$ cat src/source/commitPkg.sv
package commitPkg;

  // machine word and register file shape
  localparam int dataWidth = 64;
  localparam int regCount = 32;
  localparam int regAddrWidth = $clog2(regCount);
  localparam int cmdWidth = 3;

  // flag word holds N, Z, V and C, carry sits in bit 3
  localparam int flagWidth = 4;
  localparam int flagN = 0;
  localparam int flagZ = 1;
  localparam int flagV = 2;

  // command codes, bit 0 of a conditional branch is its predicted direction
  localparam logic [cmdWidth-1:0] cmdAlu = 3'd0;
  localparam logic [cmdWidth-1:0] cmdStore = 3'd1;
  localparam logic [cmdWidth-1:0] cmdBcondNot = 3'd2;
  localparam logic [cmdWidth-1:0] cmdBcondTaken = 3'd3;
  localparam logic [cmdWidth-1:0] cmdCbzNot = 3'd4;
  localparam logic [cmdWidth-1:0] cmdCbzTaken = 3'd5;
  localparam logic [cmdWidth-1:0] cmdBr = 3'd6;
  localparam logic [cmdWidth-1:0] cmdBl = 3'd7;

  // branch condition codes, anything else decodes as LE
  localparam logic [regAddrWidth-1:0] condEq = 5'b00000;
  localparam logic [regAddrWidth-1:0] condNe = 5'b00001;
  localparam logic [regAddrWidth-1:0] condGe = 5'b01010;
  localparam logic [regAddrWidth-1:0] condLt = 5'b01011;
  localparam logic [regAddrWidth-1:0] condGt = 5'b01100;

  // destination field of an entry
  // register writers and CBZ/BR read it as an index, B.cond as a condition
  typedef union packed {
    logic [regAddrWidth-1:0] regIdx;
    logic [regAddrWidth-1:0] cond;
  } robDest_u;

  // only ALU ops and BL leave a result in the register file
  function automatic logic writesReg(input logic [cmdWidth-1:0] cmd);
    return (cmd == cmdAlu) || (cmd == cmdBl);
  endfunction

endpackage

$ cat src/source/commitIfs.sv


interface regPortIf;
  logic writeEn;
  logic [commitPkg::regAddrWidth-1:0] writeAddr;
  logic [commitPkg::dataWidth-1:0] writeData;
  logic [commitPkg::regAddrWidth-1:0] readAddr;
  logic [commitPkg::dataWidth-1:0] readData;

  modport rf (input writeEn, writeAddr, writeData, readAddr, output readData);
  modport commit (output writeEn, writeAddr, writeData, readAddr, input readData);
endinterface

$ cat src/source/registerFile.sv
`timescale 1ns/1ps

module registerFile (
  input logic clk_i,
  input logic arstN_i,
  regPortIf.rf rf
);

  logic [commitPkg::dataWidth-1:0] regs [commitPkg::regCount];

  // architectural state, cleared on reset
  always_ff @(posedge clk_i or negedge arstN_i) begin
    if (!arstN_i) begin
      for (int i = 0; i < commitPkg::regCount; i++) begin
        regs[i] <= '0;
      end
    end else if (rf.writeEn) begin
      regs[rf.writeAddr] <= rf.writeData;
    end
  end

  // read sees the value before this cycle's write
  assign rf.readData = regs[rf.readAddr];

endmodule

$ cat src/flat_wrapper.sv
// flat-port wrapper written by rule: the top's interface ports become plain ports
module registerFile_flat 
  (clk_i, arstN_i, rf_writeEn, rf_writeAddr, rf_writeData, rf_readAddr, rf_readData);
  regPortIf rf_i ();
  input logic clk_i;
  input logic arstN_i;
  input wire logic [$bits(rf_i.writeEn)-1:0] rf_writeEn;
  input wire logic [$bits(rf_i.writeAddr)-1:0] rf_writeAddr;
  input wire logic [$bits(rf_i.writeData)-1:0] rf_writeData;
  input wire logic [$bits(rf_i.readAddr)-1:0] rf_readAddr;
  output wire logic [$bits(rf_i.readData)-1:0] rf_readData;
  assign rf_i.writeEn = rf_writeEn;
  assign rf_i.writeAddr = rf_writeAddr;
  assign rf_i.writeData = rf_writeData;
  assign rf_i.readAddr = rf_readAddr;
  assign rf_readData = rf_i.readData;
  registerFile u_core (.clk_i(clk_i), .arstN_i(arstN_i), .rf(rf_i));
endmodule
$ cat config.mk
export PLATFORM = sky130hd
export DESIGN_NAME = registerFile_flat
export DESIGN_NICKNAME = d
export VERILOG_FILES = /design/src/source/commitPkg.sv /design/src/source/commitIfs.sv /design/src/source/registerFile.sv /design/src/flat_wrapper.sv
export SDC_FILE = /design/constraint.sdc
export NUM_CORES = 2
export LEC_CHECK = 0
export ABC_CLOCK_PERIOD_IN_PS = 3310
export BUFFER_PORTS_ARGS = -buffer_cell sky130_fd_sc_hd__buf_2
export CAP_MARGIN = 0
export CORE_UTILIZATION = 54
export CTS_CLUSTER_SIZE = 16
export DETAILED_ROUTE_END_ITERATION = 7
export PLACE_DENSITY = 0.72
export SLEW_MARGIN = 20
export SYNTH_ARGS = -nofsm -noshare
export SYNTH_HDL_FRONTEND = slang
export SYNTH_SLANG_ARGS = --single-unit
export TNS_END_PERCENT = 1
$ cat constraint.sdc
create_clock -name clk_i -period 3.31 [get_ports clk_i]
set_clock_uncertainty 0.2 [all_clocks]
set_input_delay 0.331 -clock clk_i [delete_from_list [all_inputs] [get_ports clk_i]]
set_output_delay 0.331 -clock clk_i [all_outputs]
set_load 0.03 [all_outputs]
==> reports/results.txt <==
Critical path arrival -> 2.75 ns
Worst VDD drop -> 654 uV
Crit path launch type -> flip-flop
Main area contributors after synthesis -> dfrtp_1 (56%), mux2_2 (24%), mux4_2 (12%)
Post-synthesis sequential area ratio -> 56.0%
Clock Latency Late Sink -> 0.88 ns
Wire per inst -> 29.8 microns
Seq pwr share -> 48.3%
Nets@finish -> 5832
Synth top area share -> 56.0%
Slew Limit Fails -> 0
First-pass GRT wire length -> 367000 microns
Total congestion overflow -> 0
Starting density of the core -> 54.6%
Top_reg_cell synth -> dfrtp_1
WS Path Type -> flip-flop to output pin
Critical path capture point type -> output pin
CTS tree -> done
Count leader, synth -> dfrtp_1
Detailed placer's ending HPWL -> 141000 microns
CTS Sinks -> 2048
Syn avg cell area -> 16.3 sq um
Worst Path Required -> 2.78 ns
Max reg flops -> 2048
Synth cell types -> 44
CTS H-tree lvls -> 4
Post-route ant nets -> 0
Pre-antenna DRT Iters -> 5
Clock power frac -> 36.3%
Synth area leader -> dfrtp_1
Vias per std cell -> 6.44
Largest registers -> u_core.regs: 2048 flops
Max stage delay cell, worst path -> nor4_1
P_leak -> 46.6 nW
Clk slew on worst S/H paths -> 0.06 ns
Switching pwr -> 0.0166 W
Hold Path Depth -> 4
Final setup viols -> 0
Clock Tree Root -> clkbuf_16
Outcome -> complete, no violations
Fmax -> 305 MHz
Yosys warnings -> 0
PwrDens -> 645 nW/um^2
Largest net degree at the start of global routing -> 117
Port Buffers -> 140
Rel. slew slack -> 42.0%
Final GP Congestion -> 0.778
Sw Ratio -> 24.8%
Post-Syn Area -> 91500 sq um
Post-CTS setup buffers -> 0
Endpoints failing hold -> 0
Die area -> 171000 sq um
Final core utilization -> 61.8%
1st-iter DRT viols -> 4386
Min Tclk post-route -> 3.28 ns
Vias in the first global route -> 55398
Mapped Cells -> 5616
Top reg by flops -> u_core.regs
R2r setup slk -> 2.31 ns
EDFF count, synth -> 0
Chip height -> 414 microns
Post-route clock period utilization -> 99.1%
Die Wd -> 414 microns
Initial antenna violation count -> 10
RSZ-0062 raised after global routing -> false
Worst R2R Path Depth -> 1
Seq cells post-synth -> 2048
Post-Syn Nets -> 5693
Core area -> 168000 sq um
FP Rows -> 150
P&R area growth vs syn -> 13.3%
Final WL -> 242000 microns
DR DRC count -> 0
Total Routing Usage GR -> 29.1%
Synth top cells by count -> dfrtp_1 (2048), mux2_2 (1927), mux4_2 (491)
Slew @ Worst Pin -> 0.865 ns
CP peak stage delay -> 0.56 ns
Layout cells sized above 1 -> 54.6%
Post-synth ARST share -> 100%
Clock buffer depth -> 3
Power share of the combinational group -> 15.5%
Via Count -> 52387
Max Cap Viol -> 0
Crit-path max FO -> 2
Setup TNS -> 0 ns
# IOs -> 141
Crit path cell chain -> mux2_2 -> o22ai_1 -> a211o_1 -> nor4_1 -> buf_4 -> buf_2
WHS -> 0.110 ns
Worst Hold Class -> primary input to flip-flop
Num CTS Buffers -> 207
Pint -> 0.0503 W
power groups by stage:
stage	clock network (W)	logic [W]	registers [W]
6_report	0.0243	0.0104	0.0323
5_1_grt	0.0256	0.0112	0.0328
4_1_cts	0.0246	0.0105	0.0322
3_5_place_dp	0	0.0103	0.0326
3_3_place_gp	0	0.00997	0.0323
2_1_floorplan	0	0.00798	0.0318
cell type report:
| class | instances | area (sq um) |
|---|---|---|
| Timing Repair Buffer | 497 | 4830 |
| Clock inverter | 64 | 935 |
| Tap cell | 2204 | 2760 |
| Fill cell | 12287 | 64100 |
| Multi-Input combinational cell | 3001 | 37700 |
| Clock buffer | 320 | 6220 |
| Sequential cell | 2048 | 51200 |
| Antenna cell | 2 | 5.00 |
repair_timing:
item | CTS | global route
endpoints found under the hold margin | 3572 | 0
resized for setup | 5 | 1
hold buffers | 69 | 0
pin swaps | 1 | 0
endpoints found under the setup margin | 4 | 1
critical path: cells and delay by family, from the launching register on:
kind / cells / cell delay, ns
AOI/OAI and AO/OA: 2 / 0.45
buffers and inverters: 2 / 0.38
DFF: 1 / 0.35
muxes: 1 / 0.15
and+or+nand+nor: 1 / 0.56
layer usage:
| layer | vias to the layer above | share of wire (%) | track usage (%) |
|---|---|---|---|
| li1 | 21447 | - | - |
| met4 | 8 | 2.5 | 7.83 |
| met2 | 1452 | 47 | 45.2 |
| met3 | 379 | 5.6 | 4.41 |
| met1 | 29101 | 45 | 43.0 |
| met5 | - | 0.016 | 0 |
cells by family (layout without fill, tap and decap cells):
logic type	Yosys count	in the layout	synth area share [%]
AOI/OAI and AO/OA	278	278	1.96
buffers and inverters	567	881	3.13
DFF	2048	2048	56.0
muxes	2582	2582	37.8
other	0	2	0
and+or+nand+nor	141	141	1.17
metrics by stage:
stage	instance area [sq um]	setup WS (ns)	cells	power, W
floorplan	91500	0.436	5616	0.0398
global placement	95800	-0.0543	7681	0.0423
detailed placement	95800	-0.0132	7681	0.0430
CTS	104000	-0.0177	8134	0.0673
global route	104000	0.00695	8136	0.0696
finish	104000	0.0286	8136	0.0669
worst paths after layout:
kind,from,to
min in group asynchronous,arstN_i,u_core.regs[1396]
hold reg to reg,u_core.regs[1192],u_core.regs[1192]
setup / recovery,u_core.regs[1086],rf_readData[62]
setup reg to reg,u_core.regs[1494],u_core.regs[1494]
hold / removal,rf_writeEn,u_core.regs[287]
max in group asynchronous,arstN_i,u_core.regs[717]
placed cells by master (no fill, tap or decap), types with 4 or more instances in the layout:
cell type	n
a211oi_1	7
a21oi_1	9
a22oi_1	19
buf_12	100
buf_2	136
buf_4	190
bufinv_16	14
clkbuf_1	53
clkbuf_16	208
clkbuf_8	59
clkinv_16	6
clkinv_2	31
dfrtp_1	2048
dlygate4sd3_1	68
inv_16	6
mux2_1	127
mux2_2	1927
mux2i_1	37
mux4_2	491
nand2_1	4
nand2_8	16
nand3b_1	4
nor2_1	5
nor2_4	9
nor2_8	7
nor3b_2	4
nor4_1	51
o221ai_1	9
o22ai_1	228
Note: power is estimated with default switching activity, not from simulation.
