$ cat src/source/commitPkg.sv
package commitPkg;

  // machine word and register file shape
  localparam int dataWidth = 64;
  localparam int regCount = 32;
  localparam int regAddrWidth = $clog2(regCount);
  localparam int cmdWidth = 3;

  // flag word holds N, Z, V and C, carry sits in bit 3
  localparam int flagWidth = 4;
  localparam int flagN = 0;
  localparam int flagZ = 1;
  localparam int flagV = 2;

  // command codes, bit 0 of a conditional branch is its predicted direction
  localparam logic [cmdWidth-1:0] cmdAlu = 3'd0;
  localparam logic [cmdWidth-1:0] cmdStore = 3'd1;
  localparam logic [cmdWidth-1:0] cmdBcondNot = 3'd2;
  localparam logic [cmdWidth-1:0] cmdBcondTaken = 3'd3;
  localparam logic [cmdWidth-1:0] cmdCbzNot = 3'd4;
  localparam logic [cmdWidth-1:0] cmdCbzTaken = 3'd5;
  localparam logic [cmdWidth-1:0] cmdBr = 3'd6;
  localparam logic [cmdWidth-1:0] cmdBl = 3'd7;

  // branch condition codes, anything else decodes as LE
  localparam logic [regAddrWidth-1:0] condEq = 5'b00000;
  localparam logic [regAddrWidth-1:0] condNe = 5'b00001;
  localparam logic [regAddrWidth-1:0] condGe = 5'b01010;
  localparam logic [regAddrWidth-1:0] condLt = 5'b01011;
  localparam logic [regAddrWidth-1:0] condGt = 5'b01100;

  // destination field of an entry
  // register writers and CBZ/BR read it as an index, B.cond as a condition
  typedef union packed {
    logic [regAddrWidth-1:0] regIdx;
    logic [regAddrWidth-1:0] cond;
  } robDest_u;

  // only ALU ops and BL leave a result in the register file
  function automatic logic writesReg(input logic [cmdWidth-1:0] cmd);
    return (cmd == cmdAlu) || (cmd == cmdBl);
  endfunction

endpackage

$ cat src/source/conditionUnit.sv
`timescale 1ns/1ps

module conditionUnit (
  input  logic                                clk_i,
  input  logic                                arstN_i,
  input  logic                                flagEn_i,
  input  logic [commitPkg::flagWidth-1:0]     flags_i,
  input  logic [commitPkg::regAddrWidth-1:0]  cond_i,
  output logic                                taken_o
);

  logic [commitPkg::flagWidth-1:0] flags;
  logic negative;
  logic zero;
  logic overflow;
  logic signMismatch;

  // committed NZVC
  always_ff @(posedge clk_i or negedge arstN_i) begin
    if (!arstN_i) begin
      flags <= '0;
    end else if (flagEn_i) begin
      flags <= flags_i;
    end
  end

  assign negative = flags[commitPkg::flagN];
  assign zero = flags[commitPkg::flagZ];
  assign overflow = flags[commitPkg::flagV];
  // signed less-than
  assign signMismatch = negative ^ overflow;

  always_comb begin
    case (cond_i)
      commitPkg::condEq: taken_o = zero;
      commitPkg::condNe: taken_o = !zero;
      commitPkg::condGe: taken_o = !signMismatch;
      commitPkg::condLt: taken_o = signMismatch;
      commitPkg::condGt: taken_o = !zero && !signMismatch;
      // LE
      default: taken_o = zero || signMismatch;
    endcase
  end

endmodule

$ cat config.mk
export PLATFORM = sky130hd
export DESIGN_NAME = conditionUnit
export DESIGN_NICKNAME = d
export VERILOG_FILES = /design/src/source/commitPkg.sv /design/src/source/conditionUnit.sv
export SDC_FILE = /design/constraint.sdc
export NUM_CORES = 1
export LEC_CHECK = 0
export ABC_AREA = 1
export BUFFER_PORTS_ARGS = -buffer_cell sky130_fd_sc_hd__buf_2
export CAP_MARGIN = 20
export CORE_AREA = 2 2 39 41
export CTS_BUF_LIST = sky130_fd_sc_hd__clkbuf_8
export CTS_CLUSTER_DIAMETER = 80
export CTS_CLUSTER_SIZE = 8
export DETAILED_ROUTE_END_ITERATION = 6
export DIE_AREA = 0 0 41 43
export GPL_ROUTABILITY_DRIVEN = 1
export GPL_TIMING_DRIVEN = 1
export HOLD_SLACK_MARGIN = 0.12
export PLACE_DENSITY_LB_ADDON = 0.1
export RECOVER_POWER = 50
export SLEW_MARGIN = 10
export SYNTH_ARGS = -nofsm -noshare
export SYNTH_HDL_FRONTEND = slang
export SYNTH_SLANG_ARGS = --single-unit
$ cat constraint.sdc
create_clock -name clk_i -period 0.8 [get_ports clk_i]
set_input_delay 0 -clock clk_i [delete_from_list [all_inputs] [get_ports clk_i]]
set_output_delay 0 -clock clk_i [all_outputs]
set_load 0.05 [all_outputs]
==> impl_results.rst <==
.. list-table::
   :header-rows: 1

   * - Metric
     - Value
   * - Filler Cells Inserted
     - 164
   * - Total clock buffers created by CTS
     - 3
   * - Synth cell types
     - 11
   * - R2R cell count
     - 5
   * - H-tree level count
     - 1
   * - Storage cell area
     - 75.1 µm²
   * - Fin. Hold Viols
     - 0
   * - Highest ir drop seen on vdd
     - a little under 0.0009 V
   * - X dimension of the die
     - between 40 and 50 µm
   * - Clock skew
     - 0 ns
   * - Non-filler instance count after layout
     - 81
   * - Post-route total power
     - 837 µW
   * - Overflow left after global routing
     - 0
   * - Ratio of final minimum period to clock period
     - 1.48
   * - Leakage Power
     - 0.000251 µW
   * - Starting density of the core
     - 0.166
   * - Post-Synthesis Cells
     - 38
   * - Final GP Congestion
     - slightly below 0.6
   * - Violated checks
     - negative setup slack
   * - Initial antenna violation count
     - 0
   * - Setup slack after layout
     - -0.384 ns
   * - Number of violations of the max-capacitance limit
     - 0
   * - Min Tclk post-route
     - 1.18 ns
   * - Final hold slack
     - 0.448 ns
   * - Post-Syn Area per Cell
     - 6.06 µm²
   * - Routed WL
     - 629 µm
   * - Regs by FF count
     - flags x3
   * - Cell types with the largest area share after synthesis
     - dfrtp_1 (33%), nand2_1 (21%), nand3_1 (8.7%)
   * - Row count
     - 14
   * - Power density normalized to cell area
     - 1760 nW/µm²
   * - Area grow syn2layout
     - 107%
   * - Number of remaining DRC errors
     - 0
   * - Clk root buf
     - clkbuf_8
   * - Post-detailed-route count of antenna-violating nets
     - 0
   * - Area of the die
     - 1760 µm²
   * - GRT Resource Usage Total
     - 0.0873
   * - Worst r2r src
     - flags[0]$_DFFE_PN0P_
   * - Fraction of post-synthesis cell area in the top cell type by area
     - 0.326
   * - Startpoint class of the critical path
     - flop
   * - Overall die height
     - 43 µm
   * - Clock latency on the worst-skew pair
     - 0.21 ns
   * - I/O pin count
     - 13
   * - Number of I/O port buffers
     - 11
   * - Outcome
     - finished, violations left
   * - CORE AREA
     - 1380 µm²
   * - Library cell with the largest summed area after synthesis
     - dfrtp_1
   * - Vias in the first global route
     - 274
   * - Final number of setup-violating endpoints
     - 3
   * - Relative slew margins
     - 0.899
   * - Crit path DAT
     - 1.18 ns
   * - Top reg by flops
     - flags
   * - Slew at the pin closest to its max-slew limit
     - 0.150 ns
   * - Multi-input gate area
     - 146 µm²
   * - Cells on Worst Hold Path
     - 5
   * - Placed instance count
     - between 60 and 70
   * - Post-Syn Area
     - about 230 µm²
   * - Fraction of the yosys area taken by sequential cells
     - 0.326
   * - Buffer levels on the longest clock path
     - 2
   * - Hold Crit Class
     - in -> out
   * - Reg-to-reg setup timing slack
     - -0.17 ns
   * - Required time at the worst-slack endpoint
     - roughly 0.8 ns
   * - Crit path max fanout
     - 3
   * - Synthesis warning total
     - 0
   * - Fraction of final layout cells with drive strength greater than 1
     - 0.415
   * - Max Clk Rate
     - 845 MHz
   * - HP Start
     - cond_i[4]
   * - Number of synthesized register bits
     - 3
   * - Worst hold endpoint
     - taken_o
   * - Pins over their slew limit
     - 0
   * - DR pass1 iterations
     - 4
   * - Kind of end point of the critical path
     - primary output
   * - Net count after synthesis
     - 50
   * - Initial detailed-routing violation count
     - 4
   * - DR vias/cell
     - between 3 and 4
   * - Number of flip-flops under the largest register name
     - 3
   * - Maximum number of pins on one net before global-route repair
     - 7
   * - Clock tree from TritonCTS
     - built
   * - Routed wire length per instance
     - ~7.8 µm
   * - Reg-to-reg critical path endpoint
     - flags[0]$_DFFE_PN0P_
   * - Worst-path clk slew
     - 0.03 ns
   * - Layout net count
     - 78
   * - Dpl hpwl
     - 477 µm
   * - Diode count
     - 0
   * - Crit Path Category
     - reg -> out
   * - Global-route wire length before repair
     - 1.00 mm
   * - CTS sink count
     - 3
   * - Total number of vias
     - 316
   * - RSZ-0062 raised after global routing
     - true
synth_stat cells:
cell      n
inv_2     1
nand3_1   4
inv_1     4
nand4_1   2
nand2_1  13
dfrtp_1   3
nor3_1    1
xor2_1    1
o21ai_0   4
nand2_2   1
nor2_1    4
cells by family (layout without fill, tap and decap cells):
| group | count (synthesis) | in the layout | synth area share |
|---|---|---|---|
| compound gates | 4 | 4 | 0.0870 |
| buf+inv | 5 | 32 | 0.0815 |
| xor+xnor | 1 | 1 | 0.0381 |
| simple gates | 25 | 25 | 0.467 |
| flops | 3 | 3 | 0.326 |
placed cells by master (no fill, tap or decap):
cell type / count
nand2_1: 12
buf_2: 9
dlygate4sd3_1: 6
buf_4: 5
nor2_1: 4
nand3_1: 4
inv_1: 3
inv_2: 3
clkbuf_8: 3
dfrtp_1: 3
nand2_2: 2
nand4_1: 2
o21ai_2: 2
buf_6: 2
o21ai_0: 1
nor3_1: 1
xor2_1: 1
o21ai_1: 1
clkbuf_2: 1
worst max-delay path by stage:
stage | from | to | cells after the start
after floorplan | flags[2]$_DFFE_PN0P_ | taken_o | 6
after global placement | flags[0]$_DFFE_PN0P_ | taken_o | 7
after detailed placement | flags[0]$_DFFE_PN0P_ | taken_o | 6
after CTS | flags[0]$_DFFE_PN0P_ | taken_o | 7
after global routing | flags[2]$_DFFE_PN0P_ | taken_o | 7
final | flags[0]$_DFFE_PN0P_ | taken_o | 7
stage by stage:
| step | TNS, ns | util | setup WS [ns] | instance area (µm²) |
|---|---|---|---|---|
| global route | -0.779 | 0.344 | -0.466 | 475 |
| detailed placement | -0.243 | 0.237 | -0.234 | 328 |
| finish | -0.584 | 0.344 | -0.384 | 475 |
| CTS | -0.458 | 0.327 | -0.396 | 453 |
| floorplan | -0.332 | - | -0.332 | 230 |
| global placement | -0.261 | 0.237 | -0.232 | 328 |
critical path, cell delays in order (launching register included):
cell and delay, ns:
dfrtp_1 0.39, inv_2 0.08, nand2_2 0.06, nand2_2 0.06, nand2_1 0.04, nand3_1 0.07, nand4_1 0.10, buf_6 0.17
power breakdown:
part / switching [µW] / leakage [µW] / total, µW / internal (µW)
Sequential: 11.7 / 0.0000364 / 178 / 167
Combinational: 115 / 0.000188 / 237 / 122
Clock: 95.2 / 0.0000269 / 421 / 326
Total: 222 / 0.000251 / 837 / 615
repair_timing:
| item | in CTS | in global routing |
|---|---|---|
| hold endpoints to repair | 6 | 0 |
| gates resized for setup | 5 | 5 |
| setup endpoints to repair | 2 | 4 |
| hold buffers | 6 | 0 |
| setup buffers | 1 | 2 |
| pin swaps | 1 | 1 |
layout make-up:
| class | instances | share of cell area |
|---|---|---|
| repair buffers | 23 | 0.358 |
| multi-input cells | 30 | 0.308 |
| flip-flops and latches | 3 | 0.158 |
| clock buffers | 3 | 0.0868 |
| well taps | 16 | 0.0421 |
| inverters | 5 | 0.0395 |
| clock inverters | 1 | 0.00789 |
metal layers:
metal / global-route usage / wire (µm)
met1: 0.0900 / 268
met2: 0.138 / 321
met3: 0.0157 / 40
met4: 0.0800 / 0
met5: 0 / 0
Power figures use the tool's default switching activity.
