### src/source/commitPkg.sv
package commitPkg;

  // machine word and register file shape
  localparam int dataWidth = 64;
  localparam int regCount = 32;
  localparam int regAddrWidth = $clog2(regCount);
  localparam int cmdWidth = 3;

  // flag word holds N, Z, V and C, carry sits in bit 3
  localparam int flagWidth = 4;
  localparam int flagN = 0;
  localparam int flagZ = 1;
  localparam int flagV = 2;

  // command codes, bit 0 of a conditional branch is its predicted direction
  localparam logic [cmdWidth-1:0] cmdAlu = 3'd0;
  localparam logic [cmdWidth-1:0] cmdStore = 3'd1;
  localparam logic [cmdWidth-1:0] cmdBcondNot = 3'd2;
  localparam logic [cmdWidth-1:0] cmdBcondTaken = 3'd3;
  localparam logic [cmdWidth-1:0] cmdCbzNot = 3'd4;
  localparam logic [cmdWidth-1:0] cmdCbzTaken = 3'd5;
  localparam logic [cmdWidth-1:0] cmdBr = 3'd6;
  localparam logic [cmdWidth-1:0] cmdBl = 3'd7;

  // branch condition codes, anything else decodes as LE
  localparam logic [regAddrWidth-1:0] condEq = 5'b00000;
  localparam logic [regAddrWidth-1:0] condNe = 5'b00001;
  localparam logic [regAddrWidth-1:0] condGe = 5'b01010;
  localparam logic [regAddrWidth-1:0] condLt = 5'b01011;
  localparam logic [regAddrWidth-1:0] condGt = 5'b01100;

  // destination field of an entry
  // register writers and CBZ/BR read it as an index, B.cond as a condition
  typedef union packed {
    logic [regAddrWidth-1:0] regIdx;
    logic [regAddrWidth-1:0] cond;
  } robDest_u;

  // only ALU ops and BL leave a result in the register file
  function automatic logic writesReg(input logic [cmdWidth-1:0] cmd);
    return (cmd == cmdAlu) || (cmd == cmdBl);
  endfunction

endpackage

### src/source/commitIfs.sv
`timescale 1ns/1ps

interface robCommitIf #(
  parameter int robSize = 32
);
  localparam int tagWidth = $clog2(robSize);

  logic headValid;
  logic [tagWidth-1:0] headTag;
  logic [commitPkg::cmdWidth-1:0] headCmd;
  commitPkg::robDest_u headDest;
  logic headFlagValid;
  logic [commitPkg::flagWidth-1:0] headFlags;
  logic [commitPkg::dataWidth-1:0] headData;
  logic retire;
  logic flushDone;
  // high from flush request until the ack drops again
  logic flushBusy;

  modport rob (
    output headValid, headTag, headCmd, headDest, headFlagValid, headFlags, headData,
    input retire, flushDone, flushBusy
  );
  modport commit (
    input headValid, headTag, headCmd, headDest, headFlagValid, headFlags, headData,
    output retire, flushDone, flushBusy
  );
endinterface


### src/source/reorderBuffer.sv
`timescale 1ns/1ps

module reorderBuffer #(
  parameter int robSize = 32,
  localparam int tagWidth = $clog2(robSize)
) (
  input  logic                               clk_i,
  input  logic                               arstN_i,
  input  logic                               dispatchReq_i,
  input  logic [commitPkg::cmdWidth-1:0]     dispatchCmd_i,
  input  commitPkg::robDest_u                dispatchDest_i,
  output logic                               dispatchAck_o,
  output logic [tagWidth-1:0]                dispatchTag_o,
  output logic [tagWidth-1:0]                tailTag_o,
  output logic                               dispatchWrites_o,
  input  logic                               completeValid_i,
  input  logic [tagWidth-1:0]                completeTag_i,
  input  logic                               completeFlagValid_i,
  input  logic [commitPkg::flagWidth-1:0]    completeFlags_i,
  input  logic [commitPkg::dataWidth-1:0]    completeData_i,
  robCommitIf.rob                            rob
);

  localparam int countWidth = $clog2(robSize + 1);

  // per-entry payload
  logic [commitPkg::cmdWidth-1:0] cmdMem [robSize];
  commitPkg::robDest_u destMem [robSize];
  logic flagValidMem [robSize];
  logic [commitPkg::flagWidth-1:0] flagsMem [robSize];
  logic [commitPkg::dataWidth-1:0] dataMem [robSize];
  // result arrived for this entry
  logic [robSize-1:0] doneMem;

  logic [tagWidth-1:0] head;
  logic [tagWidth-1:0] tail;
  logic [countWidth-1:0] count;
  logic full;
  logic accept;

  function automatic logic [tagWidth-1:0] nextPtr(input logic [tagWidth-1:0] ptr);
    return (ptr == tagWidth'(robSize - 1)) ? '0 : ptr + 1'b1;
  endfunction

  assign full = (count == countWidth'(robSize));
  // one entry per request, the ack must drop before the next one
  assign accept = dispatchReq_i && !dispatchAck_o && !full && !rob.flushBusy;
  assign dispatchWrites_o = accept && commitPkg::writesReg(dispatchCmd_i);
  assign tailTag_o = tail;

  always_ff @(posedge clk_i or negedge arstN_i) begin
    if (!arstN_i) begin
      head <= '0;
      tail <= '0;
      count <= '0;
      doneMem <= '0;
      dispatchAck_o <= 1'b0;
      dispatchTag_o <= '0;
    end else begin
      if (accept) begin
        tail <= nextPtr(tail);
        dispatchTag_o <= tail;
        dispatchAck_o <= 1'b1;
      end else if (dispatchAck_o && !dispatchReq_i) begin
        dispatchAck_o <= 1'b0;
      end
      if (rob.retire) begin
        head <= nextPtr(head);
      end
      count <= count + countWidth'(accept) - countWidth'(rob.retire);
      if (completeValid_i) begin
        doneMem[completeTag_i] <= 1'b1;
      end
      if (accept) begin
        doneMem[tail] <= 1'b0;
      end
      // flush empties everything, new tags restart at entry 0
      if (rob.flushDone) begin
        head <= '0;
        tail <= '0;
        count <= '0;
        doneMem <= '0;
      end
    end
  end

  always_ff @(posedge clk_i) begin
    if (accept) begin
      cmdMem[tail] <= dispatchCmd_i;
      destMem[tail] <= dispatchDest_i;
    end
    if (completeValid_i) begin
      flagValidMem[completeTag_i] <= completeFlagValid_i;
      flagsMem[completeTag_i] <= completeFlags_i;
      dataMem[completeTag_i] <= completeData_i;
    end
  end

  assign rob.headValid = (count != '0) && doneMem[head];
  assign rob.headTag = head;
  assign rob.headCmd = cmdMem[head];
  assign rob.headDest = destMem[head];
  assign rob.headFlagValid = flagValidMem[head];
  assign rob.headFlags = flagsMem[head];
  assign rob.headData = dataMem[head];

  noAckWhenFull: assert property (@(posedge clk_i) disable iff (!arstN_i)
    $rose(dispatchAck_o) |-> $past(!full));

  countBounded: assert property (@(posedge clk_i) disable iff (!arstN_i)
    count <= countWidth'(robSize));

endmodule

### src/flat_wrapper.sv
// flat-port wrapper written by rule: the top's interface ports become plain ports
module reorderBuffer_flat 
#(
  parameter int robSize = 32,
  localparam int tagWidth = $clog2(robSize)
)
  (clk_i, arstN_i, dispatchReq_i, dispatchCmd_i, dispatchDest_i, dispatchAck_o, dispatchTag_o, tailTag_o, dispatchWrites_o, completeValid_i, completeTag_i, completeFlagValid_i, completeFlags_i, completeData_i, rob_headValid, rob_headTag, rob_headCmd, rob_headDest, rob_headFlagValid, rob_headFlags, rob_headData, rob_retire, rob_flushDone, rob_flushBusy);
  robCommitIf #(.robSize(robSize)) rob_i ();
  input  logic clk_i;
  input  logic arstN_i;
  input  logic dispatchReq_i;
  input  logic [commitPkg::cmdWidth-1:0] dispatchCmd_i;
  input  commitPkg::robDest_u dispatchDest_i;
  output logic dispatchAck_o;
  output logic [tagWidth-1:0] dispatchTag_o;
  output logic [tagWidth-1:0] tailTag_o;
  output logic dispatchWrites_o;
  input  logic completeValid_i;
  input  logic [tagWidth-1:0] completeTag_i;
  input  logic completeFlagValid_i;
  input  logic [commitPkg::flagWidth-1:0] completeFlags_i;
  input  logic [commitPkg::dataWidth-1:0] completeData_i;
  output wire logic [$bits(rob_i.headValid)-1:0] rob_headValid;
  output wire logic [$bits(rob_i.headTag)-1:0] rob_headTag;
  output wire logic [$bits(rob_i.headCmd)-1:0] rob_headCmd;
  output wire logic [$bits(rob_i.headDest)-1:0] rob_headDest;
  output wire logic [$bits(rob_i.headFlagValid)-1:0] rob_headFlagValid;
  output wire logic [$bits(rob_i.headFlags)-1:0] rob_headFlags;
  output wire logic [$bits(rob_i.headData)-1:0] rob_headData;
  input wire logic [$bits(rob_i.retire)-1:0] rob_retire;
  input wire logic [$bits(rob_i.flushDone)-1:0] rob_flushDone;
  input wire logic [$bits(rob_i.flushBusy)-1:0] rob_flushBusy;
  assign rob_headValid = rob_i.headValid;
  assign rob_headTag = rob_i.headTag;
  assign rob_headCmd = rob_i.headCmd;
  assign rob_headDest = rob_i.headDest;
  assign rob_headFlagValid = rob_i.headFlagValid;
  assign rob_headFlags = rob_i.headFlags;
  assign rob_headData = rob_i.headData;
  assign rob_i.retire = rob_retire;
  assign rob_i.flushDone = rob_flushDone;
  assign rob_i.flushBusy = rob_flushBusy;
  reorderBuffer #(.robSize(robSize)) u_core (.clk_i(clk_i), .arstN_i(arstN_i), .dispatchReq_i(dispatchReq_i), .dispatchCmd_i(dispatchCmd_i), .dispatchDest_i(dispatchDest_i), .dispatchAck_o(dispatchAck_o), .dispatchTag_o(dispatchTag_o), .tailTag_o(tailTag_o), .dispatchWrites_o(dispatchWrites_o), .completeValid_i(completeValid_i), .completeTag_i(completeTag_i), .completeFlagValid_i(completeFlagValid_i), .completeFlags_i(completeFlags_i), .completeData_i(completeData_i), .rob(rob_i));
endmodule
### config.mk
export PLATFORM = sky130hd
export DESIGN_NAME = reorderBuffer_flat
export DESIGN_NICKNAME = d
export VERILOG_FILES = /design/src/source/commitPkg.sv /design/src/source/commitIfs.sv /design/src/source/reorderBuffer.sv /design/src/flat_wrapper.sv
export SDC_FILE = /design/constraint.sdc
export NUM_CORES = 2
export LEC_CHECK = 0
export BUFFER_PORTS_ARGS = -buffer_cell sky130_fd_sc_hd__buf_4
export CORE_ASPECT_RATIO = 0.5
export CORE_MARGIN = 2
export CORE_UTILIZATION = 40
export CTS_CLUSTER_SIZE = 30
export DETAILED_ROUTE_END_ITERATION = 10
export MAX_ROUTING_LAYER = met4
export PLACE_DENSITY = 0.57
export SLEW_MARGIN = 20
export SYNTH_ARGS = -nofsm -noshare
export SYNTH_HDL_FRONTEND = slang
export SYNTH_SLANG_ARGS = --single-unit
### constraint.sdc
create_clock -name clk_i -period 7.77 [get_ports clk_i]
set_clock_uncertainty 0.2 [all_clocks]
set_input_delay 1.1655 -clock clk_i [delete_from_list [all_inputs] [get_ports clk_i]]
set_output_delay 1.1655 -clock clk_i [all_outputs]
set_load 0.05 [all_outputs]
==> flow_summary.toml <==
[outcome]
run_status = "complete, no violations"

[synth]
synth-edff-count = 2464
synth_cell_types = 46
synth_ff_type = "edfxtp_1"
ys_ff_latch = 2518
synth-simple-area-share = 0.00941
syn-cell-area_mm2 = 0.0964
synth_top_family_by_area = "multiplexers"
syn_area_per_cell_um2 = 24.1
synthXorXnorAreaFrac = 0.000272
yosysSeqAreaShare = 0.781
syn_inst = 3994
synthAdderAreaFrac = 0.00228
ys_async_sr_fraction = 0.0214
synth_mux_area_frac = 0.185
yosysWarnings = 0
synth_compound_area_frac = 0.0106
synth_nets = 4100

[route]
wirelength_mm = 242
ant_nets = 0
wl_per_cell_um = 31.5
vias = 44400
drt_first_pass_iters = 5
vias_per_cell = 5.76
drt_iter0_markers = 4911
drc = 0

[finish]
layout_common_cells = "2464 x edfxtp_1, 704 x mux4_2, 240 x buf_4"
areaGrowthSynthToFinish_pct = 13.6
fin_area_mm2 = 0.110
final_common_cell = "edfxtp_1"
drive_gt1_frac = 0.325
final_nets = 4395

[power]
netSwitchingFraction = 0.209
combPwrFrac = 0.053
intPower_mw = 22.0
p_clk_frac = 0.403
power.total_mw = 27.8
p_leak_nw = 33.0
p_seq_frac = 0.544
powerDensity_mw_per_mm2 = 254
vdd_drop_max_mv = 0.182
p_sw_mw = 5.82

[floorplanning]
die_y_um = 351
die_x_um = 698
row_count = 127
ios = 184
dieArea_mm2 = 0.245
core_mm2 = 0.240
initial_core_util = 0.402

[sta]
worstMarginPinSlew_ps = 1160
rsz0062_at_grt = "false"
finalHoldViolations = 0
min_period_over_period = 0.735
layout_min_cycle_time_ps = 5710
timing.fmax_mhz = 175
relSlewSlack = 0.222
slew_violations = 0
finalSetupViolCount = 0
tns_ps = 0

[cts]
cts_tree = "done"
clkSlewWorstSetupHoldPaths_ps = 70
clockBufferDepth = 4
cts_sinks = 2518
cts_hold_buf = 0
h-tree-depth = 4
root_buffer = "clkbuf_16"
cts_setup_buffers = 0
cts_buffers = 231
clk_latency_ps = 860
cts_resized = 0

[placed_design]
place.gp.congestion = 0.754
io_buffers = 183
dp_hpwl_mm = 119
postPlaceCellArea_mm2 = 0.102

[worst_setup_path]
crit_fanout = 78
cp.arrival_ps = 4350
r2r-end = "u_core.cmdMem[22][0]"
critPathCapture = "rob_headData[50]"
critPathCaptureType = "output port"
critPathLaunch = "u_core.rob.headTag[0]"
rrSetupSlack_ps = 3890
r2r_cells = 7
critPathKind = "reg2out"
required_ps = 6400
start_kind = "flip-flop"
r2r_start = "u_core.count[2]"

[grt]
grtUsageTotal = 0.201
grt_pass1_vias = 45400
grt-ovfl-total = 0
grt_max_degree = 135
antenna_found_initial = 9
grt_pass1_wl_mm = 343

[job]
drv_cap = 0

[hold_path]
hp-class = "in2async"
-- power by group through the flow --
stage / combinational [mW] / clock (mW) / sequential [mW]
2_1_floorplan: 0.935 / 0 / 15.4
3_3_place_gp: 1.46 / 0 / 15.4
3_5_place_dp: 1.50 / 0 / 15.4
4_1_cts: 1.50 / 11.4 / 15.1
5_1_grt: 1.58 / 11.9 / 15.1
6_report: 1.47 / 11.2 / 15.1
-- metrics by stage --
step	hold slack, ps	setup slack, ps	std cells	util
after floorplan	338	2330	3994	-
after global placement	264	2930	7277	0.426
after detailed placement	269	2890	7280	0.427
after CTS	121	1930	7700	0.457
after global routing	177	1860	7703	0.457
final	144	2060	7703	0.457
-- critical path, stage by stage, from the launching register on --
cell and delay, ps:
dfrtp_4 1090, buf_12 530, mux4_2 350, mux2_2 150
o22ai_1 80, a221oi_1 750, buf_4 330
-- registers in the layout (all words and copies together) (netlist names), 6 cells and up --
signal,cells
u_core.count,6
u_core.dataMem,2048
u_core.destMem,160
u_core.flagsMem,128
u_core.doneMem,32
u_core.cmdMem,96
u_core.flagValidMem,32
-- worst min-delay path by stage --
stage                     slack (ps)                      end                     from
final                            140  u_core.dispatchTag_o[4]                  arstN_i
after global routing             180  u_core.dispatchTag_o[4]                  arstN_i
after CTS                        120  u_core.dispatchTag_o[4]                  arstN_i
after detailed placement         270  u_core.dispatchTag_o[2]  u_core.dispatchTag_o[2]
after global placement           260  u_core.dispatchTag_o[4]  u_core.dispatchTag_o[4]
after floorplan                  340       u_core.doneMem[12]       u_core.doneMem[12]
-- cells in the mapped netlist, drive strengths merged (6+ instances only) --
cell type,count,area (µm²)
a211oi,35,263
a21oi,13,65.1
a221o,14,140
a221oi,21,184
buf,117,619
clkbuf,94,353
dfrtp,54,1350
edfxtp,2464,74000
ha,16,200
inv,18,67.6
mux2,111,1250
mux2i,78,781
mux4,704,15900
nand2,27,101
nand3,6,30.0
nand3b,8,60.1
nor2,110,413
nor2b,8,50.1
o21ai,6,30.0
o22ai,35,219
or3b,6,52.6
-- metal layers --
layer  global-route usage  routed length (µm)  share of wire
met4               0.0387                4390          0.018
met2                0.324              119000           0.49
met5                    -                   0              0
met1                0.281              104000           0.43
met3               0.0257               14900          0.062
-- cells by family after synthesis --
family	Yosys count
adders and majority gates	17
muxes	893
AOI/OAI and AO/OA	139
xor gates and xnor gates	3
and+or+nand+nor	195
buffers and inverters	229
DFF	2518
-- cell type report --
| class | count | area (µm²) |
|---|---|---|
| Tap cell | 3225 | 4040 |
| Multi-Input combinational cell | 1247 | 20300 |
| Clock inverter | 140 | 1270 |
| Antenna cell | 2 | 5.00 |
| Sequential cell | 2518 | 75400 |
| Inverter | 18 | 67.6 |
| Timing Repair Buffer | 273 | 2470 |
| Clock buffer | 280 | 6060 |
| Fill cell | 19700 | 130000 |
No activity file was read; power rests on OpenSTA's default activity.
