==> src/source/commitPkg.sv <==
package commitPkg;

  // machine word and register file shape
  localparam int dataWidth = 64;
  localparam int regCount = 32;
  localparam int regAddrWidth = $clog2(regCount);
  localparam int cmdWidth = 3;

  // flag word holds N, Z, V and C, carry sits in bit 3
  localparam int flagWidth = 4;
  localparam int flagN = 0;
  localparam int flagZ = 1;
  localparam int flagV = 2;

  // command codes, bit 0 of a conditional branch is its predicted direction
  localparam logic [cmdWidth-1:0] cmdAlu = 3'd0;
  localparam logic [cmdWidth-1:0] cmdStore = 3'd1;
  localparam logic [cmdWidth-1:0] cmdBcondNot = 3'd2;
  localparam logic [cmdWidth-1:0] cmdBcondTaken = 3'd3;
  localparam logic [cmdWidth-1:0] cmdCbzNot = 3'd4;
  localparam logic [cmdWidth-1:0] cmdCbzTaken = 3'd5;
  localparam logic [cmdWidth-1:0] cmdBr = 3'd6;
  localparam logic [cmdWidth-1:0] cmdBl = 3'd7;

  // branch condition codes, anything else decodes as LE
  localparam logic [regAddrWidth-1:0] condEq = 5'b00000;
  localparam logic [regAddrWidth-1:0] condNe = 5'b00001;
  localparam logic [regAddrWidth-1:0] condGe = 5'b01010;
  localparam logic [regAddrWidth-1:0] condLt = 5'b01011;
  localparam logic [regAddrWidth-1:0] condGt = 5'b01100;

  // destination field of an entry
  // register writers and CBZ/BR read it as an index, B.cond as a condition
  typedef union packed {
    logic [regAddrWidth-1:0] regIdx;
    logic [regAddrWidth-1:0] cond;
  } robDest_u;

  // only ALU ops and BL leave a result in the register file
  function automatic logic writesReg(input logic [cmdWidth-1:0] cmd);
    return (cmd == cmdAlu) || (cmd == cmdBl);
  endfunction

endpackage

==> src/source/commitIfs.sv <==


interface mapCommitIf #(
  parameter int robSize = 32
);
  localparam int tagWidth = $clog2(robSize);

  logic [commitPkg::regAddrWidth-1:0] readReg;
  logic [tagWidth-1:0] readTag;
  logic readPending;
  logic releaseEn;
  logic [tagWidth-1:0] releaseTag;
  logic flushAll;

  modport map (input readReg, releaseEn, releaseTag, flushAll, output readTag, readPending);
  modport commit (output readReg, releaseEn, releaseTag, flushAll, input readTag, readPending);
endinterface


==> src/source/renameMap.sv <==
`timescale 1ns/1ps

module renameMap #(
  parameter int robSize = 32,
  localparam int tagWidth = $clog2(robSize)
) (
  input  logic                                 clk_i,
  input  logic                                 arstN_i,
  input  logic                                 recordEn_i,
  input  logic [commitPkg::regAddrWidth-1:0]   recordReg_i,
  input  logic [tagWidth-1:0]                  recordTag_i,
  input  logic [commitPkg::regAddrWidth-1:0]   lookupReg_i,
  output logic                                 lookupPending_o,
  output logic [tagWidth-1:0]                  lookupTag_o,
  mapCommitIf.map                              map
);

  logic [commitPkg::regCount-1:0] pending;
  logic [tagWidth-1:0] tagMem [commitPkg::regCount];
  logic releaseHit;

  assign lookupPending_o = pending[lookupReg_i];
  assign lookupTag_o = tagMem[lookupReg_i];

  assign map.readPending = pending[map.readReg];
  assign map.readTag = tagMem[map.readReg];

  // a younger producer may have taken over the register
  assign releaseHit = map.releaseEn && pending[map.readReg] &&
                      (tagMem[map.readReg] == map.releaseTag);

  always_ff @(posedge clk_i or negedge arstN_i) begin
    if (!arstN_i) begin
      pending <= '0;
    end else if (map.flushAll) begin
      pending <= '0;
    end else begin
      if (releaseHit) begin
        pending[map.readReg] <= 1'b0;
      end
      // a new record wins over a release of the same register
      if (recordEn_i) begin
        pending[recordReg_i] <= 1'b1;
      end
    end
  end

  always_ff @(posedge clk_i) begin
    if (recordEn_i) begin
      tagMem[recordReg_i] <= recordTag_i;
    end
  end

endmodule

==> src/flat_wrapper.sv <==
// flat-port wrapper written by rule: the top's interface ports become plain ports
module renameMap_flat 
#(
  parameter int robSize = 32,
  localparam int tagWidth = $clog2(robSize)
)
  (clk_i, arstN_i, recordEn_i, recordReg_i, recordTag_i, lookupReg_i, lookupPending_o, lookupTag_o, map_readReg, map_releaseEn, map_releaseTag, map_flushAll, map_readTag, map_readPending);
  mapCommitIf #(.robSize(robSize)) map_i ();
  input  logic clk_i;
  input  logic arstN_i;
  input  logic recordEn_i;
  input  logic [commitPkg::regAddrWidth-1:0] recordReg_i;
  input  logic [tagWidth-1:0] recordTag_i;
  input  logic [commitPkg::regAddrWidth-1:0] lookupReg_i;
  output logic lookupPending_o;
  output logic [tagWidth-1:0] lookupTag_o;
  input wire logic [$bits(map_i.readReg)-1:0] map_readReg;
  input wire logic [$bits(map_i.releaseEn)-1:0] map_releaseEn;
  input wire logic [$bits(map_i.releaseTag)-1:0] map_releaseTag;
  input wire logic [$bits(map_i.flushAll)-1:0] map_flushAll;
  output wire logic [$bits(map_i.readTag)-1:0] map_readTag;
  output wire logic [$bits(map_i.readPending)-1:0] map_readPending;
  assign map_i.readReg = map_readReg;
  assign map_i.releaseEn = map_releaseEn;
  assign map_i.releaseTag = map_releaseTag;
  assign map_i.flushAll = map_flushAll;
  assign map_readTag = map_i.readTag;
  assign map_readPending = map_i.readPending;
  renameMap #(.robSize(robSize)) u_core (.clk_i(clk_i), .arstN_i(arstN_i), .recordEn_i(recordEn_i), .recordReg_i(recordReg_i), .recordTag_i(recordTag_i), .lookupReg_i(lookupReg_i), .lookupPending_o(lookupPending_o), .lookupTag_o(lookupTag_o), .map(map_i));
endmodule
==> config.mk <==
export PLATFORM = sky130hd
export DESIGN_NAME = renameMap_flat
export DESIGN_NICKNAME = d
export VERILOG_FILES = /design/src/source/commitPkg.sv /design/src/source/commitIfs.sv /design/src/source/renameMap.sv /design/src/flat_wrapper.sv
export SDC_FILE = /design/constraint.sdc
export NUM_CORES = 1
export LEC_CHECK = 0
export ABC_AREA = 1
export BUFFER_PORTS_ARGS = -buffer_cell sky130_fd_sc_hd__clkbuf_2
export CAP_MARGIN = 20
export CORE_MARGIN = 3
export CORE_UTILIZATION = 47
export DETAILED_ROUTE_END_ITERATION = 12
export PLACE_DENSITY = 0.65
export SYNTH_ARGS = -nofsm -noshare
export SYNTH_HDL_FRONTEND = slang
export SYNTH_SLANG_ARGS = --single-unit
==> constraint.sdc <==
create_clock -name clk_i -period 3 [get_ports clk_i]
set_input_delay 0.3 -clock clk_i [delete_from_list [all_inputs] [get_ports clk_i]]
set_output_delay 0.3 -clock clk_i [all_outputs]
set_load 0.02 [all_outputs]
==> reports/qor.yml, run 1 <==
status:
  status: "completed"
sta:
  relSlewSlack_pct: 40.5
  setup_tns_ps: 0
  min_period_over_period_pct: 82.7
  finClkSkew_ps: 9.85
  rsz0062_at_grt: "false"
  worst_slew_pin_slew_ps: 889
  setup_slack_ps: 519
  fin_crit_ps: 2480
  finalMaxSlewViolations: 0
  fmax_mhz: 403
  hold_viol: 0
  setup_violations: 0
cts:
  clock-root-buffer: "clkbuf_16"
  hold_buffers: 1
  cts.sinks: 192
  insertion_delay_ps: 430
  clockBufferDepth: 2
  clkTransAtPathRegs_ps: 70
  cts_buffers: 17
  postCtsSetupBuffers: 0
  htree_levels: 4
  cts_tree: "built"
  cts_resized: 0
floorplan:
  io_pins: 42
  dieArea_mm2: 0.0245
  die_h_um: 156
  fp-row-count: 54
  die_w_um: 156
  start_util_pct: 48.2
  core_mm2: 0.0220
pwr:
  powerDensity_mw_per_mm2: 512
  power_frac_comb_pct: 12.5
  swShare_pct: 27.0
  peakVddDrop_v: 0.000342
  power_switching_w: 0.00162
  leakagePower_nw: 4.70
  intPower_w: 0.00438
  clkPwrFrac_pct: 38.5
  power_frac_seq_pct: 49.0
  power.total_w: 0.00600
route:
  viasPerCell: 5.92
  drc: 0
  ant_nets: 0
  wire_per_inst_um: 20.4
  drt_first_pass_iters: 6
  routed_wl_mm: 33.2
  drtIter0Drc: 1069
  dr_total_vias: 9654
synthesis:
  syn-mean-instance-area_um2: 7.99
  synth_area_leaders: "edfxtp_1 45%, nand2_1 18%, dfrtp_1 7.5%, nor2_1 6.3%, o21ai_0 4.9%"
  synthCells: 1330
  synth_warnings: 0
  synth.net_count: 1360
  ys_types: 30
  synth_top_flop_cell: "edfxtp_1"
  seq_area_frac_synth_pct: 52.7
  yosysTopAreaCellShare_pct: 45.2
  synthArstFlopShare_pct: 16.7
  yosys.area.top_type: "edfxtp_1"
  synth_edf_count: 160
  ys_seq_elements: 192
  syn-cell-area_mm2: 0.0106
placement:
  port_buffers: 41
  gp_congestion: 0.911
  dp.final_hpwl_mm: 21.8
  dp_slack_ps: 116
layout:
  final_cell_mix: "503 x nand2_1, 178 x nor2_1, 160 x edfxtp_1, 103 x o21ai_0, 70 x inv_1"
  layout.core_utilization_pct: 53.2
  syn_to_final_growth_pct: 10.2
  num_antenna_cells: 0
  layout.nets: 1368
  drive_above_1_share_pct: 8.51
  final_common_cell: "nand2_1"
worst_setup_path:
  path_class: "in -> reg"
  crit_fanout: 32
  worst_setup_path_start_kind: "input port"
  arrival_ps: 2760
  critPathRequiredTime_ps: 3280
  endpoint_kind: "flip-flop"
global_route:
  grt_max_degree: 61
  antenna_found_initial: 0
  grt.overflow.total: 0
  grt_pass1_wl_mm: 51.1
  grt_usage_pct: 27.4
  first_global_vias: 8918
run:
  cap_violations: 0
worst_hold_path:
  hold_path.class: "in -> reg"
## per-layer routing
layer / GRT usage [%] / vias up / share of wire, %
met5: 0 / - / 0
met4: 9.09 / 0 / 2.7
met3: 6.75 / 65 / 11
met2: 41.3 / 557 / 44
met1: 39.1 / 4565 / 42
li1: - / 4467 / -
## cell type report
| class | instances | area, um^2 |
|---|---|---|
| Clock inverter | 12 | 149 |
| Inverter | 77 | 292 |
| Tap cell | 280 | 350 |
| Clock buffer | 20 | 437 |
| Sequential cell | 192 | 5610 |
| Timing Repair Buffer | 70 | 553 |
| Fill cell | 2086 | 10300 |
| Multi-Input combinational cell | 980 | 4330 |
## cells by family (layout without fill, tap and decap cells)
| family | count (synthesis) | in the layout | synth area share [%] |
|---|---|---|---|
| and+or+nand+nor | 776 | 776 | 29.4 |
| AOI/OAI and AO/OA | 204 | 204 | 11.4 |
| buffers and inverters | 158 | 179 | 6.51 |
| DFF | 192 | 192 | 52.7 |
## power groups by stage
stage	Combinational, W	Clock, W	Sequential [W]
global placement	0.000728	0	0.00300
finish	0.000748	0.00231	0.00294
CTS	0.000734	0.00231	0.00294
floorplan	0.000447	0	0.00299
global route	0.000814	0.00245	0.00294
detailed placement	0.000731	0	0.00300
## cells in the mapped netlist (11+ instances only)
library cell / number
nand3_1: 39
buf_4: 11
nand4_1: 32
o21ai_0: 103
nand2_1: 503
o221ai_1: 38
a21oi_1: 40
nor2_1: 178
buf_2: 20
edfxtp_1: 160
clkbuf_1: 44
inv_1: 71
nor3_1: 13
dfrtp_1: 32
## worst paths after layout
kind / cells after the start / start / slack [ps] / to
worst min-delay path: 1 / recordTag_i[4] / 480 / u_core.tagMem[24][4]$_DFFE_PP_
worst min register to register: 2 / u_core.pending[24]$_DFF_PN0_ / 540 / u_core.pending[24]$_DFF_PN0_
min in group asynchronous: 2 / arstN_i / 490 / u_core.pending[26]$_DFF_PN0_
max in group asynchronous: 2 / arstN_i / 1970 / u_core.pending[11]$_DFF_PN0_
worst max-delay path: 12 / map_readReg[2] / 520 / u_core.pending[8]$_DFF_PN0_
worst max register to register: 14 / u_core.tagMem[15][3]$_DFFE_PP_ / 620 / u_core.pending[8]$_DFF_PN0_
## per-stage QoR
step / hold WS, ps / instance area [um^2] / std cells
floorplan: 4.41 / 10600 / 1330
global placement: 438 / 11100 / 1598
detailed placement: 431 / 11100 / 1598
CTS: 466 / 11700 / 1631
global route: 502 / 11700 / 1631
finish: 477 / 11700 / 1631
## registers in the layout, summed over array words and instances (netlist names)
register        count
u_core.pending     32
u_core.tagMem     160
## critical path: stages
cell and delay, ps:
clkbuf_2 160, inv_2 90, nor3_2 670, nand2_1 130
nand2_1 100, nor2_1 60, a21boi_1 190, nand2_1 120
nor2_4 560, nand4_1 180, nand2_1 130, a21oi_1 60
(Power assumes the default switching activity.)
==> run 2, diff against run 1 <==
--- a/config.mk
+++ b/config.mk
@@ -11,7 +11,7 @@
 export CORE_MARGIN = 3
 export CORE_UTILIZATION = 47
 export DETAILED_ROUTE_END_ITERATION = 12
-export PLACE_DENSITY = 0.65
+export PLACE_DENSITY = 0.68
 export SYNTH_ARGS = -nofsm -noshare
 export SYNTH_HDL_FRONTEND = slang
 export SYNTH_SLANG_ARGS = --single-unit
==> constraint.sdc (replaced) <==
create_clock -name clk_i -period 2.2 [get_ports clk_i]
set_input_delay 0.22 -clock clk_i [delete_from_list [all_inputs] [get_ports clk_i]]
set_output_delay 0.22 -clock clk_i [all_outputs]
set_load 0.02 [all_outputs]
==> run 2 against run 1 <==
Power grew 37%. Wire length grew 5.5%. Critical path depth shrank 6. Count of clock-buffer cells in the layout shrank 3. Largest cell class unchanged. Highest routed layer unchanged. First-iteration DRC count grew 55%. Largest power group unchanged. Hold slack lost 140 ps.
==> reports/qor.yml, run 2 (synthesized netlist as in run 1, its figures left out) <==
status:
  status: "completed"
floorplan:
  io_pins: 42
  start_util_pct: 48.2
  core_mm2: 0.0220
  fp-row-count: 54
  die_h_um: 156
  die_w_um: 156
  dieArea_mm2: 0.0245
sta:
  setup_slack_ps: 32.0
  hold_viol: 0
  setup_violations: 0
  rsz0062_at_grt: "true"
  min_period_over_period_pct: 98.5
  finalMaxSlewViolations: 0
  worst_slew_pin_slew_ps: 897
  holdWs_ps: 337
  fin_crit_ps: 2170
  fmax_mhz: 461
  finClkSkew_ps: 9.60
  relSlewSlack_pct: 40.2
  setup_tns_ps: 0
worst_setup_path:
  rr_worst_depth: 16
  crit_chain: "o21ai_0, o221ai_1, a31oi_1, a32oi_1, buf_4, clkbuf_2"
  endpoint_kind: "output port"
  crit_fanout: 2
  critPathRequiredTime_ps: 1980
  arrival_ps: 1950
  slowest_delay_ps: 400
  slowest_stage: "edfxtp_1"
  path_class: "reg -> out"
  worst_setup_path_start_kind: "flip-flop"
route:
  routed_wl_mm: 35.0
  dr_total_vias: 10200
  ant_nets: 0
  drtIter0Drc: 1658
  drt_first_pass_iters: 9
  wire_per_inst_um: 20.5
  drc: 0
  viasPerCell: 5.96
pwr:
  powerDensity_mw_per_mm2: 664
  peakVddDrop_v: 0.000528
  leakagePower_nw: 5.13
  power.total_w: 0.00824
layout:
  layout.nets: 1444
  largest_register: "u_core.tagMem"
  finalNonFillerCells: 1706
  largest_register_ffs: 160
  final_common_cell: "nand2_1"
  num_antenna_cells: 0
  top_regs: "u_core.tagMem (160), u_core.pending (32)"
  syn_to_final_growth_pct: 16.8
  final_cell_mix: "503 x nand2_1, 178 x nor2_1, 160 x edfxtp_1, 99 x o21ai_0, 88 x buf_4"
  drive_above_1_share_pct: 13.7
placement:
  dp.cells: 1672
  port_buffers: 41
  dp_slack_ps: -60.8
  dp.final_hpwl_mm: 23.9
  gp_congestion: 0.921
worst_hold_path:
  min_path_cells: 4
  hold_path.class: "in -> reg"
cts:
  cts.sinks: 192
  clock-root-buffer: "clkbuf_16"
  htree_levels: 4
  cts_tree: "built"
  cts_buffers: 17
  insertion_delay_ps: 440
  clockBufferDepth: 2
  clkTransAtPathRegs_ps: 70
global_route:
  first_global_vias: 9248
  antenna_found_initial: 0
  grt.overflow.total: 0
  grt_max_degree: 36
  grt_usage_pct: 28.7
  grt_pass1_wl_mm: 53.6
run:
  cap_violations: 0
[run 2: changes by cell type in the layout (fill, tap and decap cells not counted), sizes merged]
cell and delta:
buf +78, bufinv -1, clkbuf -5, clkinv +3
[run 2: area by class of cell]
cell class | count | area, um^2
well taps | 280 | 350
inverters | 77 | 292
multi-input cells | 980 | 4340
repair buffers | 146 | 1250
clock inverters | 14 | 150
flip-flops and latches | 192 | 5610
clock buffers | 17 | 425
fillers | 1943 | 9610
[run 2: path summary, 6_finish.rpt]
kind	startpoint	endpoint	slack (ps)
setup reg to reg	u_core.tagMem[26][3]$_DFFE_PP_	u_core.pending[27]$_DFF_PN0_	150
max in group asynchronous	arstN_i	u_core.pending[8]$_DFF_PN0_	1200
setup / recovery	u_core.tagMem[13][4]$_DFFE_PP_	lookupTag_o[4]	30
hold / removal	recordReg_i[3]	u_core.tagMem[4][3]$_DFFE_PP_	340
hold reg to reg	u_core.pending[24]$_DFF_PN0_	u_core.pending[24]$_DFF_PN0_	550
min in group asynchronous	arstN_i	u_core.pending[17]$_DFF_PN0_	420
[run 2: worst max-delay path, delay by kind of cell, from the launching register on]
family	cells	cell delay [ps]
AO/OA/AOI/OAI	4	790
flip-flops	1	400
buffers and inverters	2	320
[run 2: power by group]
group / internal [W] / total, W / switching (W)
combinational: 0.000365 / 0.00114 / 0.000775
clock: 0.00160 / 0.00309 / 0.00149
sequential: 0.00398 / 0.00401 / 0.0000246
[run 2: routing by layer]
layer	up-vias	wire, um	global-route usage, %
met4	0	1310	10.0
met1	4732	14100	41.4
li1	4626	-	-
met5	-	0	0
met2	705	15600	43.5
met3	108	4000	5.61
[run 2: metrics by stage]
stage	utilization, %	instance area (um^2)
2_1_floorplan	-	10600
3_3_place_gp	53.5	11800
3_5_place_dp	53.5	11800
4_1_cts	56.2	12400
5_1_grt	56.4	12400
6_report	56.4	12400
[run 2: timing repair]
item	in CTS	in global routing
hold endpoints to repair	32	0
buffers inserted	0	2
setup endpoints to repair	0	5
hold buffers	1	0
resized for setup	0	14
